===== src/verilog/matmul_macros.svh =====
`ifndef MATMUL_MACROS_SVH
`define MATMUL_MACROS_SVH

// Bits per matrix element and per accumulated sum
`define MATMUL_DATA_WIDTH 32

// Rows and columns of each square matrix
`define MATMUL_SIZE 8

// Words held by one matrix memory
`define MATMUL_ELEMENTS 64

// Word address bits, row in the upper half and column in the lower half
`define MATMUL_ADDR_WIDTH 6

`endif


===== src/verilog/matmul_pkg.sv =====
`include "matmul_macros.svh"

package matmul_pkg;

    // One matrix element, also used for running and finished sums
    typedef logic [`MATMUL_DATA_WIDTH-1:0] data_t;

    // Word address in a matrix memory, row * 8 + column
    typedef logic [`MATMUL_ADDR_WIDTH-1:0] addr_t;

    // Row, column or term index within one matrix
    typedef logic [$clog2(`MATMUL_SIZE)-1:0] index_t;

    // Engine control states
    typedef enum logic {
        IDLE,
        RUN
    } mac_state_t;

endpackage


===== src/verilog/matrix_ram.sv =====
`include "matmul_macros.svh"

module matrix_ram
    import matmul_pkg::*;
(
    input  logic  clock,
    input  logic  wr_en,
    input  addr_t wr_addr,
    input  data_t wr_data,
    input  addr_t rd_addr,
    output data_t rd_data
);

    // Storage array, one word per matrix element
    data_t mem [`MATMUL_ELEMENTS];

    // Synchronous write port
    always_ff @(posedge clock) begin
        if (wr_en) begin
            mem[wr_addr] <= wr_data;
        end
    end

    // Registered read, data appears one cycle after the address
    always_ff @(posedge clock) begin
        rd_data <= mem[rd_addr];
    end

endmodule


===== config.mk =====
export PLATFORM = sky130hd
export DESIGN_NAME = matrix_ram
export DESIGN_NICKNAME = d
export VERILOG_FILES = /design/src/verilog/matmul_pkg.sv /design/src/verilog/matrix_ram.sv
export VERILOG_INCLUDE_DIRS = /design/src /design/src/verilog
export SDC_FILE = /design/constraint.sdc
export NUM_CORES = 2
export LEC_CHECK = 0
export BUFFER_PORTS_ARGS = -buffer_cell sky130_fd_sc_hd__buf_2
export CAP_MARGIN = 20
export CORE_ASPECT_RATIO = 1.75
export CORE_UTILIZATION = 61
export CTS_BUF_LIST = sky130_fd_sc_hd__clkbuf_8
export CTS_CLUSTER_DIAMETER = 80
export CTS_CLUSTER_SIZE = 12
export DETAILED_ROUTE_END_ITERATION = 8
export PLACE_DENSITY = 0.77
export SYNTH_ARGS = -nofsm -noshare
export SYNTH_HDL_FRONTEND = slang
export SYNTH_SLANG_ARGS = --single-unit

===== constraint.sdc =====
create_clock -name clock -period 4.3 [get_ports clock]
set_input_delay 0.645 -clock clock [delete_from_list [all_inputs] [get_ports clock]]
set_output_delay 0.645 -clock clock [all_outputs]
set_load 0.005 [all_outputs]

==> summary.txt <==
Run status
  • Run status: complete, no violations

GRT
  • Global route overflow: 0
  • Total track usage: 0.3222
  • First-pass GRT wire length: ~290,000 um
  • Largest net degree at the start of global routing: 68
  • Initial antenna violation count: 17
  • Vias in the first global route: 38,990

Logic synthesis
  • Syn Std Cell Area: about 79,000 um2
  • Area contributors post-synth: edfxtp_1, mux4_2, mux2i_1, dfxtp_1, o22ai_1
  • Net Count, Synth: 3,370
  • Synth cell count leaders: edfxtp_1, mux4_2, nor2_1
  • Post-Syn Instances: around 3,300
  • Post-synthesis cell type count: 34
  • Ys async rst share: 0
  • EDFF count, synth: 2,048
  • Most common cell in the netlist: edfxtp_1
  • Sequential fraction of the synthesis area: 0.7914
  • Synthesized area per cell: 23.62 um2
  • Biggest area consumer among synthesized cells: edfxtp_1
  • FF+latch count, synth: about 2,100
  • Synth top area share: 0.7833
  • Main flop type after synthesis: edfxtp_1
  • Yosys warns: 0

Die
  • I/O pin count: 78
  • Area of the die: 130,200 um2
  • Die Span Y: around 480 um
  • Row Count: between 150 and 200
  • CORE AREA: ~130,000 um2
  • Initial Util: 0.6169
  • DIE WIDTH: roughly 270 um

Power
  • Reg power frac: 0.640
  • Clock network fraction of total power: 0.296
  • Switching part of the total power: 0.2214
  • P_leak: 26.79 nW
  • Maximum VDD drop: 274.1 uV
  • Switch Pwr: between 0.007 and 0.008 W
  • Comb pwr share: 0.063
  • Total power: approximately 0.035 W
  • Pwr dens: between 400 and 500 nW/um2
  • Internal: between 0.02 and 0.03 W

Timing
  • F_max: 341.6 MHz
  • Worst Tran Pin Value: approximately 1.3 ns
  • RSZ-0062 raised after global routing: no
  • Final setup violation count: 0
  • Relative slew slack: 0.1444
  • Final hold viol count: 0
  • Final Max Tran Viols: 0
  • Period utilization: 0.6808
  • Final min period: approximately 3 ns
  • Setup TNS: 0 ns
  • Layout Skew: around 0.047 ns

Clock tree
  • Clk Latency, worst-skew pair: 0.93 ns
  • Post-cts resize count: 0
  • CTS Buf Count: about 190
  • CTS tree: yes
  • H-tree levels: 4
  • CTS root buffer: clkbuf_8
  • Clock slew at reported path FFs: about 0.08 ns
  • Post-CTS Setup Repair Bufs: 0
  • Sink Count: ~2,100
  • Hold buffer count at cts: 0
  • Maximum buffer depth of the clock tree: 3

Flow run
  • Max cap viols: 0

Cells and area
  • Fin nets: between 3,000 and 4,000
  • Share of cells above drive strength 1: 0.2924
  • Filler cells: 7,464
  • Area grow syn2layout: 8.999%

Routing
  • Routed WL per cell: around 38 um
  • Post-route antenna net violation count: 0
  • Drt first pass iters: 8
  • Drt total wl: 204,000 um
  • Via count: roughly 38,000
  • DRT iter0 DRCs: approximately 5,300
  • Number of vias per cell: around 7.0
  • Residual DRC count: 0

Placement
  • Final HPWL DP: roughly 120,000 um
  • Port Buffer Count: just under 80
  • Final Wtd Congestion: a little under 0.9

Setup path
  • Startpoint Class: primary input
  • Max Fanout on Critical Path: 61
  • Crit path required time: between 5 and 6 ns
  • Critical path class: primary input to register
  • Crit end category: register
  • Crit path arrival time: 3.67 ns

Worst hold path
  • Worst min-delay path category: primary input to register
## per-stage QoR
stage / setup WS [ns] / instances / instance area, um2 / hold WS, ns / util
6_report: 1.373 / 5406 / 85580 / 0.1061 / 0.6724
3_5_place_dp: 0.5889 / 5074 / 82280 / 0.8774 / 0.6464
4_1_cts: 1.590 / 5391 / 85450 / 0.02211 / 0.6714
3_3_place_gp: 0.5847 / 5071 / 82220 / 0.8995 / 0.6460
2_1_floorplan: 0.4952 / 3324 / 78520 / 0.6632 / -
5_1_grt: 1.501 / 5397 / 85560 / 0.05830 / 0.6722
## power groups by stage
stage | Clock, W | Sequential, W | Combinational (W)
6_report | 0.0104 | 0.0225 | 0.00222
5_1_grt | 0.0113 | 0.0225 | 0.00228
4_1_cts | 0.0105 | 0.0225 | 0.00219
3_5_place_dp | 0 | 0.0230 | 0.00219
3_3_place_gp | 0 | 0.0230 | 0.00212
2_1_floorplan | 0 | 0.0229 | 0.00109
## registers in the layout (all words and copies together), names as in the netlist
| register | flops |
|---|---|
| mem | 2048 |
| rd_data | 32 |
## cell usage in the layout, fill, tap and decap left out, types with 5 or more instances in the layout
cell	count
buf_4	176
clkinvlp_4	7
a21oi_1	60
nand2b_1	8
clkbuf_8	195
nand3b_1	5
buf_2	73
nor2b_1	15
nor2_1	75
a22oi_1	12
mux2i_1	93
dfxtp_1	32
diode_2	10
o221ai_1	27
nor3_1	5
edfxtp_1	2048
nand2_1	26
o22ai_1	84
inv_1	114
nor2_4	62
buf_12	21
nand3_1	5
a311oi_1	8
mux4_2	544
## worst max-delay path, cell delays in order
cell	delay [ns]
buf_8	0.24
nor2_1	1.04
buf_4	0.35
a21oi_1	0.09
a311oi_1	1.02
nor3_1	0.16
## final cells by class
type / instances / area, um2 / share of cell area
antenna: 10 / 25.02 / 0.0002924
sequential: 2080 / 62140 / 0.7261
clock buffer: 195 / 2684 / 0.03136
tap: 1662 / 2079 / 0.02430
clock inverter: 122 / 489.2 / 0.005716
multi-input combinational: 1062 / 15970 / 0.1866
timing repair buffer: 275 / 2191 / 0.02560
## final timing paths
path	start	end	slack, ns	cells after the start
setup reg to reg	mem[22][8]$_DFFE_PP_	rd_data[8]$_DFF_P_	1.73	5
hold / removal	wr_data[28]	mem[12][28]$_DFFE_PP_	0.11	1
setup / recovery	rd_addr[1]	rd_data[8]$_DFF_P_	1.37	6
hold reg to reg	mem[42][17]$_DFFE_PP_	rd_data[17]$_DFF_P_	0.90	5
## logic make-up after synthesis
kind of cell	after synthesis	synth area share
buffers and inverters	182	0.01128
multiplexers	637	0.1679
flip-flops	2080	0.7914
AO/OA/AOI/OAI	202	0.01673
AND/OR/NAND/NOR	223	0.01265
## layer usage
| metal | routed length [um] | part of all wire | global-route usage |
|---|---|---|---|
| met3 | 20780 | 0.10 | 0.05424 |
| met2 | 104900 | 0.51 | 0.5377 |
| met4 | 15070 | 0.074 | 0.2030 |
| met5 | 127 | 0.00062 | 0 |
| met1 | 63060 | 0.31 | 0.3923 |
Power figures use the tool's default switching activity.
