## config.mk

```make
export PLATFORM = sky130hd
export DESIGN_NAME = matmul
export DESIGN_NICKNAME = d
export VERILOG_FILES = /design/src/verilog/matmul_pkg.sv /design/src/verilog/matmul.sv
export VERILOG_INCLUDE_DIRS = /design/src /design/src/verilog
export SDC_FILE = /design/constraint.sdc
export NUM_CORES = 1
export LEC_CHECK = 0
export BUFFER_PORTS_ARGS = -buffer_cell sky130_fd_sc_hd__buf_2
export CORE_ASPECT_RATIO = 0.6
export CORE_MARGIN = 10
export CORE_UTILIZATION = 40
export CTS_CLUSTER_SIZE = 40
export DETAILED_ROUTE_END_ITERATION = 8
export PLACE_DENSITY = 0.66
export SKIP_CTS_REPAIR_TIMING = 1
export SYNTH_ARGS = -nofsm -noshare
export SYNTH_HDL_FRONTEND = slang
export SYNTH_SLANG_ARGS = --single-unit
```

## constraint.sdc

```tcl
create_clock -name clock -period 6.9 [get_ports clock]
set_input_delay 0.345 -clock clock [delete_from_list [all_inputs] [get_ports clock]]
set_output_delay 0.345 -clock clock [all_outputs]
set_load 0.02 [all_outputs]
```

## src/verilog/matmul_macros.svh

```systemverilog
`ifndef MATMUL_MACROS_SVH
`define MATMUL_MACROS_SVH

// Bits per matrix element and per accumulated sum
`define MATMUL_DATA_WIDTH 32

// Rows and columns of each square matrix
`define MATMUL_SIZE 8

// Words held by one matrix memory
`define MATMUL_ELEMENTS 64

// Word address bits, row in the upper half and column in the lower half
`define MATMUL_ADDR_WIDTH 6

`endif

```

## src/verilog/matmul_pkg.sv

```systemverilog
`include "matmul_macros.svh"

package matmul_pkg;

    // One matrix element, also used for running and finished sums
    typedef logic [`MATMUL_DATA_WIDTH-1:0] data_t;

    // Word address in a matrix memory, row * 8 + column
    typedef logic [`MATMUL_ADDR_WIDTH-1:0] addr_t;

    // Row, column or term index within one matrix
    typedef logic [$clog2(`MATMUL_SIZE)-1:0] index_t;

    // Engine control states
    typedef enum logic {
        IDLE,
        RUN
    } mac_state_t;

endpackage

```

## src/verilog/matmul.sv

```systemverilog
`include "matmul_macros.svh"

module matmul
    import matmul_pkg::*;
(
    input  logic  clock,
    input  logic  reset,
    input  logic  start,
    input  data_t x_dout,
    input  data_t y_dout,
    output logic  done,
    output addr_t x_addr,
    output addr_t y_addr,
    output data_t z_din,
    output addr_t z_addr,
    output logic  z_wr_en
);

    localparam index_t LAST_INDEX = index_t'(`MATMUL_SIZE - 1);
    localparam addr_t  LAST_WORD  = addr_t'(`MATMUL_ELEMENTS - 1);

    mac_state_t state, next_state;
    logic done_c;

    // Fetch position: result row and column, and term within the dot product
    index_t row, row_c;
    index_t col, col_c;
    index_t term, term_c;
    logic fetching, fetching_c;

    // Next Z word to be written
    addr_t z_index, z_index_c;

    // Pipeline markers following the fetched addresses
    logic rd_valid, rd_valid_c;
    logic rd_last, rd_last_c;
    logic op_last, op_last_c;
    logic store_valid, store_valid_c;

    // Operand copies, running sum and finished sum waiting for its write
    data_t x_temp, x_temp_c;
    data_t y_temp, y_temp_c;
    data_t sum, sum_c;
    data_t store, store_c;
    data_t product;

    always_ff @(posedge clock or posedge reset) begin
        if (reset) begin
            state       <= IDLE;
            done        <= 1'b0;
            row         <= '0;
            col         <= '0;
            term        <= '0;
            fetching    <= 1'b0;
            z_index     <= '0;
            rd_valid    <= 1'b0;
            rd_last     <= 1'b0;
            op_last     <= 1'b0;
            store_valid <= 1'b0;
        end else begin
            state       <= next_state;
            done        <= done_c;
            row         <= row_c;
            col         <= col_c;
            term        <= term_c;
            fetching    <= fetching_c;
            z_index     <= z_index_c;
            rd_valid    <= rd_valid_c;
            rd_last     <= rd_last_c;
            op_last     <= op_last_c;
            store_valid <= store_valid_c;
        end
    end

    always_ff @(posedge clock) begin
        x_temp <= x_temp_c;
        y_temp <= y_temp_c;
        sum    <= sum_c;
        store  <= store_c;
    end

    // Low 32 bits of the product are the same for signed and unsigned operands
    assign product = x_temp * y_temp;

    always_comb begin
        x_addr  = '0;
        y_addr  = '0;
        z_addr  = '0;
        z_din   = '0;
        z_wr_en = 1'b0;

        next_state = state;
        done_c     = done;
        row_c      = row;
        col_c      = col;
        term_c     = term;
        fetching_c = fetching;
        z_index_c  = z_index;
        sum_c      = sum;
        store_c    = store;

        rd_valid_c    = 1'b0;
        rd_last_c     = 1'b0;
        op_last_c     = 1'b0;
        store_valid_c = 1'b0;

        // Memory outputs are only taken while they carry fetched operands
        x_temp_c = rd_valid ? x_dout : '0;
        y_temp_c = rd_valid ? y_dout : '0;

        case (state)
            IDLE: begin
                if (start) begin
                    next_state = RUN;
                    done_c     = 1'b0;
                    row_c      = '0;
                    col_c      = '0;
                    term_c     = '0;
                    fetching_c = 1'b1;
                    z_index_c  = '0;
                    sum_c      = '0;
                end
            end

            RUN: begin
                // Address phase, X walks along the row and Y down the column
                if (fetching) begin
                    x_addr = {row, term};
                    y_addr = {term, col};
                    term_c = term + 1'b1;
                    if (term == LAST_INDEX) begin
                        if (col == LAST_INDEX) begin
                            col_c = '0;
                            row_c = row + 1'b1;
                            if (row == LAST_INDEX) begin
                                fetching_c = 1'b0;
                            end
                        end else begin
                            col_c = col + 1'b1;
                        end
                    end
                end
                rd_valid_c = fetching;
                rd_last_c  = fetching && (term == LAST_INDEX);
                op_last_c  = rd_last;

                // Accumulate, handing the finished sum over to store
                if (op_last) begin
                    store_c       = sum + product;
                    sum_c         = '0;
                    store_valid_c = 1'b1;
                end else begin
                    sum_c = sum + product;
                end

                // Write back one finished dot product
                if (store_valid) begin
                    z_wr_en   = 1'b1;
                    z_addr    = z_index;
                    z_din     = store;
                    z_index_c = z_index + 1'b1;
                    if (z_index == LAST_WORD) begin
                        done_c     = 1'b1;
                        next_state = IDLE;
                    end
                end
            end

            default: begin
                next_state = IDLE;
            end
        endcase
    end

endmodule

```

==> implementation parameters, run 1 <==
Parameter                              Value

Run status
  Status    finished with violations
  Violations in the final reports    negative setup slack

STA
  Share of the clock period used by the worst path    1.01
  Crit path time final    6.94 ns
  RSZ-0062 raised after global routing    yes
  Hold Fails Final Rpt    0
  Fin. max-slew vios    0
  Largest clock skew in the final design    0.0187 ns
  Fin worst setup slack    -0.0407 ns
  Total Neg Setup Slack    -0.0584 ns
  Relative slew slack    0.297
  Pin slew with the least headroom to its limit    1.05 ns
  Highest clock rate    144 MHz
  Count of endpoints failing setup in the final report    3

Drt
  1st-iter DRT viols    1,035
  Count of TritonRoute iterations in the first routing pass    5
  Count of nets left with antenna violations after detail routing    0
  DRC errors left    0
  Routed wire per std cell    18.3 um
  Via count    15,658
  Avg Vias per Cell    4.86
  Routed Wire Length    58.8 mm

Setup path
  Startpoint kind of the worst setup timing path    flip-flop
  Critical Path Sink Type    flip-flop
  Category of the most critical setup path    flip-flop to flip-flop
  Maximum net fanout on the critical path    8
  Cell family with the largest share of critical-path delay    adder cells
  Required time of the critical path    7.13 ns
  CP dominant cell by count    sky130_fd_sc_hd__fa_1
  Source of the worst register-to-register timing path    x_temp[15]
  Total buffers and inverters traversed by the critical path    5
  Origin of the worst setup path    x_temp[15]
  Data arrival time of the worst path    7.17 ns
  R2r setup slk    -0.04 ns
  Largest stage delay on the critical path    0.55 ns
  Crit path max-delay cell type    sky130_fd_sc_hd__fa_1
  Critical Path, Cell by Cell    buf_6, and2_4, fa_1, fa_1, fa_1, inv_2, fa_1, inv_2, fa_1, fa_1, fa_1, inv_2, fa_1, inv_2, ha_4, a21o_1, a21o_1, a221oi_4, nand2_1, a221o_2, xor2_1, and2_1

Synthesis
  Xor-xnor portion of the synthesized cell area    0.0351
  Area share of the largest cell type after synthesis    0.397
  Syn Std Cell Area    22,100 um^2
  Count of flip-flops with a built-in enable after synthesis    64
  Prevailing post-synth register cell    sky130_fd_sc_hd__edfxtp_1
  Number of distinct library cell variants in the gate-level netlist after synthesis    50
  Main combinational cell family by area after synthesis    adder cells
  Adder and majority gate portion of the synthesized area    0.471
  Avg Cell Area, Syn    9.66 um^2
  Net count after synthesis    2,923
  Total of warnings raised by yosys    0
  Post-Synthesis Cells    2,287
  Post-synthesis async set-or-reset flop share    0.147
  Sequential area share after synthesis    0.170
  Area share of and/or/nand/nor cells after synthesis    0.187
  Area fraction in compound gates after synthesis    0.0306
  Number of synthesized register bits    150
  Cell accounting for the most synthesized area    sky130_fd_sc_hd__fa_1
  Area contributors post-synth    sky130_fd_sc_hd__fa_1, sky130_fd_sc_hd__and2_1, sky130_fd_sc_hd__edfxtp_1, sky130_fd_sc_hd__inv_1, sky130_fd_sc_hd__ha_1
  Fraction of synthesized area in multiplexers    0.00136

Global route
  Remaining global-route overflow    0
  Total Routing Usage GR    0.185
  Pin count of the biggest net entering global routing    65
  Via count of the first global-routing pass    17,074
  Global-route wire length before repair    95.4 mm
  Initial antenna violation count    2

Clocking
  Number of CTS-inserted buffers    17
  Total clock sinks    150
  CTS clk-pin slew, worst paths    0.08 ns
  CTS HTree Levels    4
  Clock latency reported for the late side of the worst-skew pair    0.47 ns
  Clock tree root driver cell    sky130_fd_sc_hd__clkbuf_16
  Clock tree from TritonCTS    done
  Maximum buffer depth of the clock tree    2

Floorplan
  Standard-cell rows    66
  Die extent in y    202 um
  Area of the die    65,300 um^2
  Number of top-level pins    119
  Core area    54,400 um^2
  Horiz. Die Dim    323 um
  Starting density of the core    0.406

Cells and area
  Final net count    3,130
  Layout-stage area growth over the synthesis result    16.4%
  ANT cells    0
  Layout cell share with drive strength beyond 1    0.183

Power and ir drop
  Internal power    2.28 mW
  Ratio of total power to cell area    143 nW/um^2
  Net switching power figure    1.41 mW
  Power share of the sequential group    0.313
  Clock Power Share    0.262
  Worst vdd ir    0.214 mV
  Gate power share    0.425
  Static power due to leakage    12.8 nW
  Share of total power consumed by net switching    0.383

Job
  Number of maximum-capacitance violations    0

Placement
  Post-placement worst setup slack    -0.277 ns
  GPL Wtd Cong    0.941
  Input/output buffers    118
  HPWL after detailed placement    50.2 mm

Worst hold path
  Tightest Hold Check Type    input port to async pin
## final timing paths
check                              to  cells after the start
setup / recovery              sum[28]                     22
hold / removal             z_index[2]                      2
setup reg to reg              sum[28]                     22
hold reg to reg               op_last                      1
max in group asynchronous     term[0]                      2
min in group clock          x_temp[8]                      2
## routing by layer
metal	track usage	part of all wire	vias to the layer above	routed length [um]
met4	0.0409	0.015	0	894
met3	0.0369	0.071	51	4160
met1	0.277	0.48	8007	28200
met5	0	0	-	0
met2	0.272	0.43	465	25600
li1	-	-	7135	-
## per-stage QoR
step                area (um^2)  total power [mW]  hold WS (ns)  std cells   util
global route              25700              3.96        0.0677       3221  0.473
detailed placement        24500              2.64         0.452       3177  0.450
CTS                       25100              3.62        0.0430       3209  0.461
finish                    25700              3.69        0.0341       3221  0.473
floorplan                 22100              2.12         0.334       2287      -
global placement          24500              2.59         0.448       3177  0.450
## registers in the layout, indices dropped and copies added, names as in the netlist
name / count
col: 3
done: 1
fetching: 1
op_last: 1
rd_last: 1
rd_valid: 1
row: 3
state: 1
store: 32
store_valid: 1
sum: 32
term: 3
x_temp: 32
y_temp: 32
z_index: 6
## placed cells by master (no fill, tap or decap), types with 25 or more instances in the layout
cell	synthesis	routed
sky130_fd_sc_hd__xnor2_1	64	62
sky130_fd_sc_hd__dfxtp_1	64	30
sky130_fd_sc_hd__and2_1	410	401
sky130_fd_sc_hd__ha_1	131	116
sky130_fd_sc_hd__nor2_1	27	25
sky130_fd_sc_hd__inv_1	496	484
sky130_fd_sc_hd__and3_1	51	50
sky130_fd_sc_hd__buf_2	6	118
sky130_fd_sc_hd__buf_4	3	163
sky130_fd_sc_hd__fa_1	438	423
sky130_fd_sc_hd__edfxtp_1	64	64
sky130_fd_sc_hd__nand2_1	244	242
## power groups by stage
stage	clock (mW)	combinational (mW)	sequential, mW
after detailed placement	0	1.46	1.18
final	0.967	1.57	1.16
after global routing	1.02	1.77	1.17
after global placement	0	1.41	1.18
after CTS	0.987	1.47	1.16
after floorplan	0	0.964	1.15
## synth_stat cells, drive strengths merged (6+ instances only)
cell type,count
and2,410
xnor2,65
inv,496
dfrtp,22
ha,131
nor3,10
o21bai,7
a21o,14
o21a,6
a31oi,7
a21oi,25
o21ai,19
edfxtp,64
nor2,27
buf,11
clkbuf,104
nand3,13
fa,438
nand2,244
dfxtp,64
xor2,20
and3,51
## kinds of logic (layout without fill, tap and decap cells)
logic type,after synthesis,in the layout
buffers and inverters,611,831
AOI/OAI and AO/OA,96,96
muxes,3,3
DFF,150,150
adders and majority gates,569,569
and+or+nand+nor,772,772
xor gates and xnor gates,86,86
## final cells by class
type | count | area (um^2)
fill | 5033 | 28700
multi-input combinational | 1526 | 16400
clock inverter | 15 | 164
inverter | 496 | 1860
clock buffer | 17 | 425
sequential | 150 | 3830
tap | 714 | 893
timing repair buffer | 303 | 2120
Note: power is estimated with default switching activity, not from simulation.
==> run 2, diff against run 1 <==
--- a/config.mk
+++ b/config.mk
@@ -10,9 +10,10 @@
 export CORE_ASPECT_RATIO = 0.6
 export CORE_MARGIN = 10
 export CORE_UTILIZATION = 40
+export CTS_CLUSTER_DIAMETER = 40
 export CTS_CLUSTER_SIZE = 40
 export DETAILED_ROUTE_END_ITERATION = 8
-export PLACE_DENSITY = 0.66
+export PLACE_DENSITY = 0.64
 export SKIP_CTS_REPAIR_TIMING = 1
 export SYNTH_ARGS = -nofsm -noshare
 export SYNTH_HDL_FRONTEND = slang
==> constraint.sdc (replaced) <==
create_clock -name clock -period 8.9 [get_ports clock]
set_input_delay 0.445 -clock clock [delete_from_list [all_inputs] [get_ports clock]]
set_output_delay 0.445 -clock clock [all_outputs]
set_load 0.02 [all_outputs]
==> implementation parameters, run 2 (synthesized netlist as in run 1, its figures left out) <==
Parameter                              Value

Setup path
  Category of the most critical setup path    flip-flop to flip-flop (unchanged)
  Critical Path Sink Type    flip-flop (unchanged)
  Capture point of the worst reg-to-reg path    sum[29] (was sum[28])
  Source of the worst register-to-register timing path    y_temp[0] (was x_temp[15])
  R2r setup slk    1.04 ns (was -0.04 ns)
  Data arrival time of the worst path    8.16 ns (was 7.17 ns)
  Crit path max-delay cell type    sky130_fd_sc_hd__dfxtp_1 (was sky130_fd_sc_hd__fa_1)
  Worst R2R Path Depth    24 (was 22)
  Largest stage delay on the critical path    0.82 ns (was 0.55 ns)
  Total buffers and inverters traversed by the critical path    7 (was 5)
  CP dominant cell by count    sky130_fd_sc_hd__fa_1 (unchanged)
  Maximum net fanout on the critical path    17 (was 8)
  Critical Path, Cell by Cell    buf_4, and2_1, fa_1, fa_1, fa_1, inv_1, fa_1, inv_1, fa_1, inv_1, fa_1, inv_1, fa_1, inv_1, fa_1, inv_1, ha_1, nand2_1, o21ai_0, o21ai_0, a21oi_2, a31oi_1, o21ai_1, mux2i_1 (was buf_6, and2_4, fa_1, fa_1, fa_1, inv_2, fa_1, inv_2, fa_1, fa_1, fa_1, inv_2, fa_1, inv_2, ha_4, a21o_1, a21o_1, a221oi_4, nand2_1, a221o_2, xor2_1, and2_1)
  Required time of the critical path    9.20 ns (was 7.13 ns)
  Startpoint kind of the worst setup timing path    flip-flop (unchanged)
  Cell family with the largest share of critical-path delay    adder cells (unchanged)

Placement
  GPL Wtd Cong    0.880 (was 0.941)
  Placed standard-cell area    23,300 um^2 (was 24,500 um^2)
  Input/output buffers    118 (unchanged)
  Post-placement worst setup slack    1.20 ns (was -0.277 ns)
  HPWL after detailed placement    46.7 mm (was 50.2 mm)

Power and ir drop
  Ratio of total power to cell area    111 nW/um^2 (was 143 nW/um^2)
  Power share of the sequential group    0.342 (was 0.313)
  Internal power    1.65 mW (was 2.28 mW)
  Static power due to leakage    11.9 nW (was 12.8 nW)
  Gate power share    0.383 (was 0.425)
  Share of total power consumed by net switching    0.375 (was 0.383)
  Net switching power figure    0.990 mW (was 1.41 mW)
  Pwr Total    2.64 mW (was 3.69 mW)
  Worst vdd ir    0.151 mV (was 0.214 mV)
  Clock Power Share    0.274 (was 0.262)

Clocking
  Clock tree root driver cell    sky130_fd_sc_hd__clkbuf_16 (unchanged)
  CTS clk-pin slew, worst paths    0.07 ns (was 0.08 ns)
  Clock latency reported for the late side of the worst-skew pair    0.47 ns (about the same)
  Maximum buffer depth of the clock tree    2 (unchanged)
  CTS HTree Levels    4 (unchanged)
  Clock tree from TritonCTS    done (unchanged)
  Number of CTS-inserted buffers    17 (unchanged)
  Total clock sinks    150 (unchanged)

Cells and area
  Area of combinational cells with multiple inputs    16,000 um^2 (was 16,400 um^2)
  Commonest cells after routing, fill and taps aside    sky130_fd_sc_hd__inv_1, sky130_fd_sc_hd__fa_1, sky130_fd_sc_hd__and2_1 (unchanged)
  Layout-stage area growth over the synthesis result    8.10% (was 16.4%)
  Layout cell share with drive strength beyond 1    0.0788 (was 0.183)
  Count of filler cells inserted in the layout    5,183 (was 5,033)
  Most common cell after layout, fill and taps aside    sky130_fd_sc_hd__inv_1 (unchanged)
  ANT cells    0 (unchanged)
  Final net count    2,971 (was 3,130)
  Post-route design area    23,900 um^2 (was 25,700 um^2)
  Storage element area    3750 um^2 (was 3830 um^2)

Drt
  DRC errors left    0 (unchanged)
  Avg Vias per Cell    4.97 (was 4.86)
  Via count    15,222 (was 15,658)
  Routed Wire Length    55.7 mm (was 58.8 mm)
  1st-iter DRT viols    1,208 (was 1,035)
  Count of TritonRoute iterations in the first routing pass    5 (unchanged)
  Count of nets left with antenna violations after detail routing    0 (unchanged)
  Routed wire per std cell    18.2 um (was 18.3 um)

Worst hold path
  Tightest Hold Check Type    input port to async pin (unchanged)

Floorplan
  Number of top-level pins    119 (unchanged)
  Horiz. Die Dim    323 um (unchanged)
  Core area    54,400 um^2 (unchanged)
  Starting density of the core    0.406 (unchanged)
  Area of the die    65,300 um^2 (unchanged)
  Die extent in y    202 um (unchanged)
  Standard-cell rows    66 (unchanged)

STA
  Crit path time final    7.86 ns (was 6.94 ns)
  Hold Fails Final Rpt    0 (unchanged)
  Share of the clock period used by the worst path    0.883 (was 1.01)
  RSZ-0062 raised after global routing    no (was yes)
  Fin worst setup slack    1.04 ns (was -0.0407 ns)
  Count of endpoints failing setup in the final report    0 (was 3)
  Fin. max-slew vios    0 (unchanged)
  Relative slew slack    0.270 (was 0.297)
  Highest clock rate    127 MHz (was 144 MHz)
  Pin slew with the least headroom to its limit    1.09 ns (was 1.05 ns)
  Largest clock skew in the final design    0.0143 ns (was 0.0187 ns)
  Total Neg Setup Slack    0 ns (was -0.0584 ns)

Run status
  Status    completed (was finished with violations)

Global route
  Met1 demand-to-capacity share in global routing    0.263 (was 0.277)
  Global routing's busiest layer    met2 (was met1)
  Pin count of the biggest net entering global routing    65 (unchanged)
  M2 GR Usage    0.267 (was 0.272)
  Global-route wire length before repair    91.6 mm (was 95.4 mm)
  Via count of the first global-routing pass    16,532 (was 17,074)
  Remaining global-route overflow    0 (unchanged)
  Initial antenna violation count    1 (was 2)
  Total Routing Usage GR    0.177 (was 0.185)
  Met3 global-route usage    0.0329 (was 0.0369)

Job
  Number of maximum-capacitance violations    0 (unchanged)
run 2: changes by cell type in the layout (fill, tap and decap cells not counted), sizes merged:
cell      before  now
buf          302  144
clkinv         6    5
inv          503  505
clkinvlp       2    0
run 2: area by class of cell:
cell class	instances	share of cell area
repair buffers	144	0.0329
well taps	714	0.0374
inverters	496	0.0780
multi-input cells	1526	0.671
clock inverters	14	0.00472
flip-flops and latches	150	0.157
clock buffers	18	0.0189
run 2: power groups by stage:
| stage | sequential [mW] | clock, mW | combinational (mW) |
|---|---|---|---|
| after floorplan | 0.895 | 0 | 0.747 |
| after global placement | 0.918 | 0 | 0.977 |
| after detailed placement | 0.918 | 0 | 1.01 |
| after CTS | 0.905 | 0.745 | 1.02 |
| after global routing | 0.913 | 0.774 | 1.16 |
| final | 0.904 | 0.725 | 1.01 |
run 2: per-layer routing:
metal  vias up  share of wire
li1       6806              -
met1      7892           0.48
met2       479           0.45
met3        45          0.062
met4         0          0.012
met5         -              0
run 2: worst max-delay path by stage:
stage                         start   endpoint  depth (start not counted)
final                     y_temp[0]    sum[29]                         24
after global routing      y_temp[0]    sum[29]                         24
after CTS                 y_temp[0]    sum[29]                         24
after detailed placement  y_temp[0]    sum[29]                         24
after global placement    y_temp[0]    sum[30]                         24
after floorplan           y_temp[2]  store[29]                         26
run 2: worst register-to-register path, stage by stage (launching register included):
cell	delay, ns
sky130_fd_sc_hd__dfxtp_1	0.82
sky130_fd_sc_hd__buf_4	0.35
sky130_fd_sc_hd__and2_1	0.19
sky130_fd_sc_hd__fa_1	0.45
sky130_fd_sc_hd__fa_1	0.51
sky130_fd_sc_hd__fa_1	0.50
sky130_fd_sc_hd__inv_1	0.06
sky130_fd_sc_hd__fa_1	0.53
sky130_fd_sc_hd__inv_1	0.05
sky130_fd_sc_hd__fa_1	0.50
sky130_fd_sc_hd__inv_1	0.06
sky130_fd_sc_hd__fa_1	0.53
sky130_fd_sc_hd__inv_1	0.06
sky130_fd_sc_hd__fa_1	0.49
sky130_fd_sc_hd__inv_1	0.06
sky130_fd_sc_hd__fa_1	0.48
sky130_fd_sc_hd__inv_1	0.04
sky130_fd_sc_hd__ha_1	0.35
sky130_fd_sc_hd__nand2_1	0.07
sky130_fd_sc_hd__o21ai_0	0.30
sky130_fd_sc_hd__o21ai_0	0.18
sky130_fd_sc_hd__a21oi_2	0.33
sky130_fd_sc_hd__a31oi_1	0.26
sky130_fd_sc_hd__o21ai_1	0.29
sky130_fd_sc_hd__mux2i_1	0.26
run 2: through the flow:
stage / utilization / hold WS, ns / instances
after global routing: 0.439 / 0.154 / 3062
after global placement: 0.428 / 0.458 / 3030
final: 0.439 / 0.152 / 3062
after CTS: 0.439 / 0.147 / 3062
after floorplan: - / 0.434 / 2287
after detailed placement: 0.428 / 0.457 / 3030
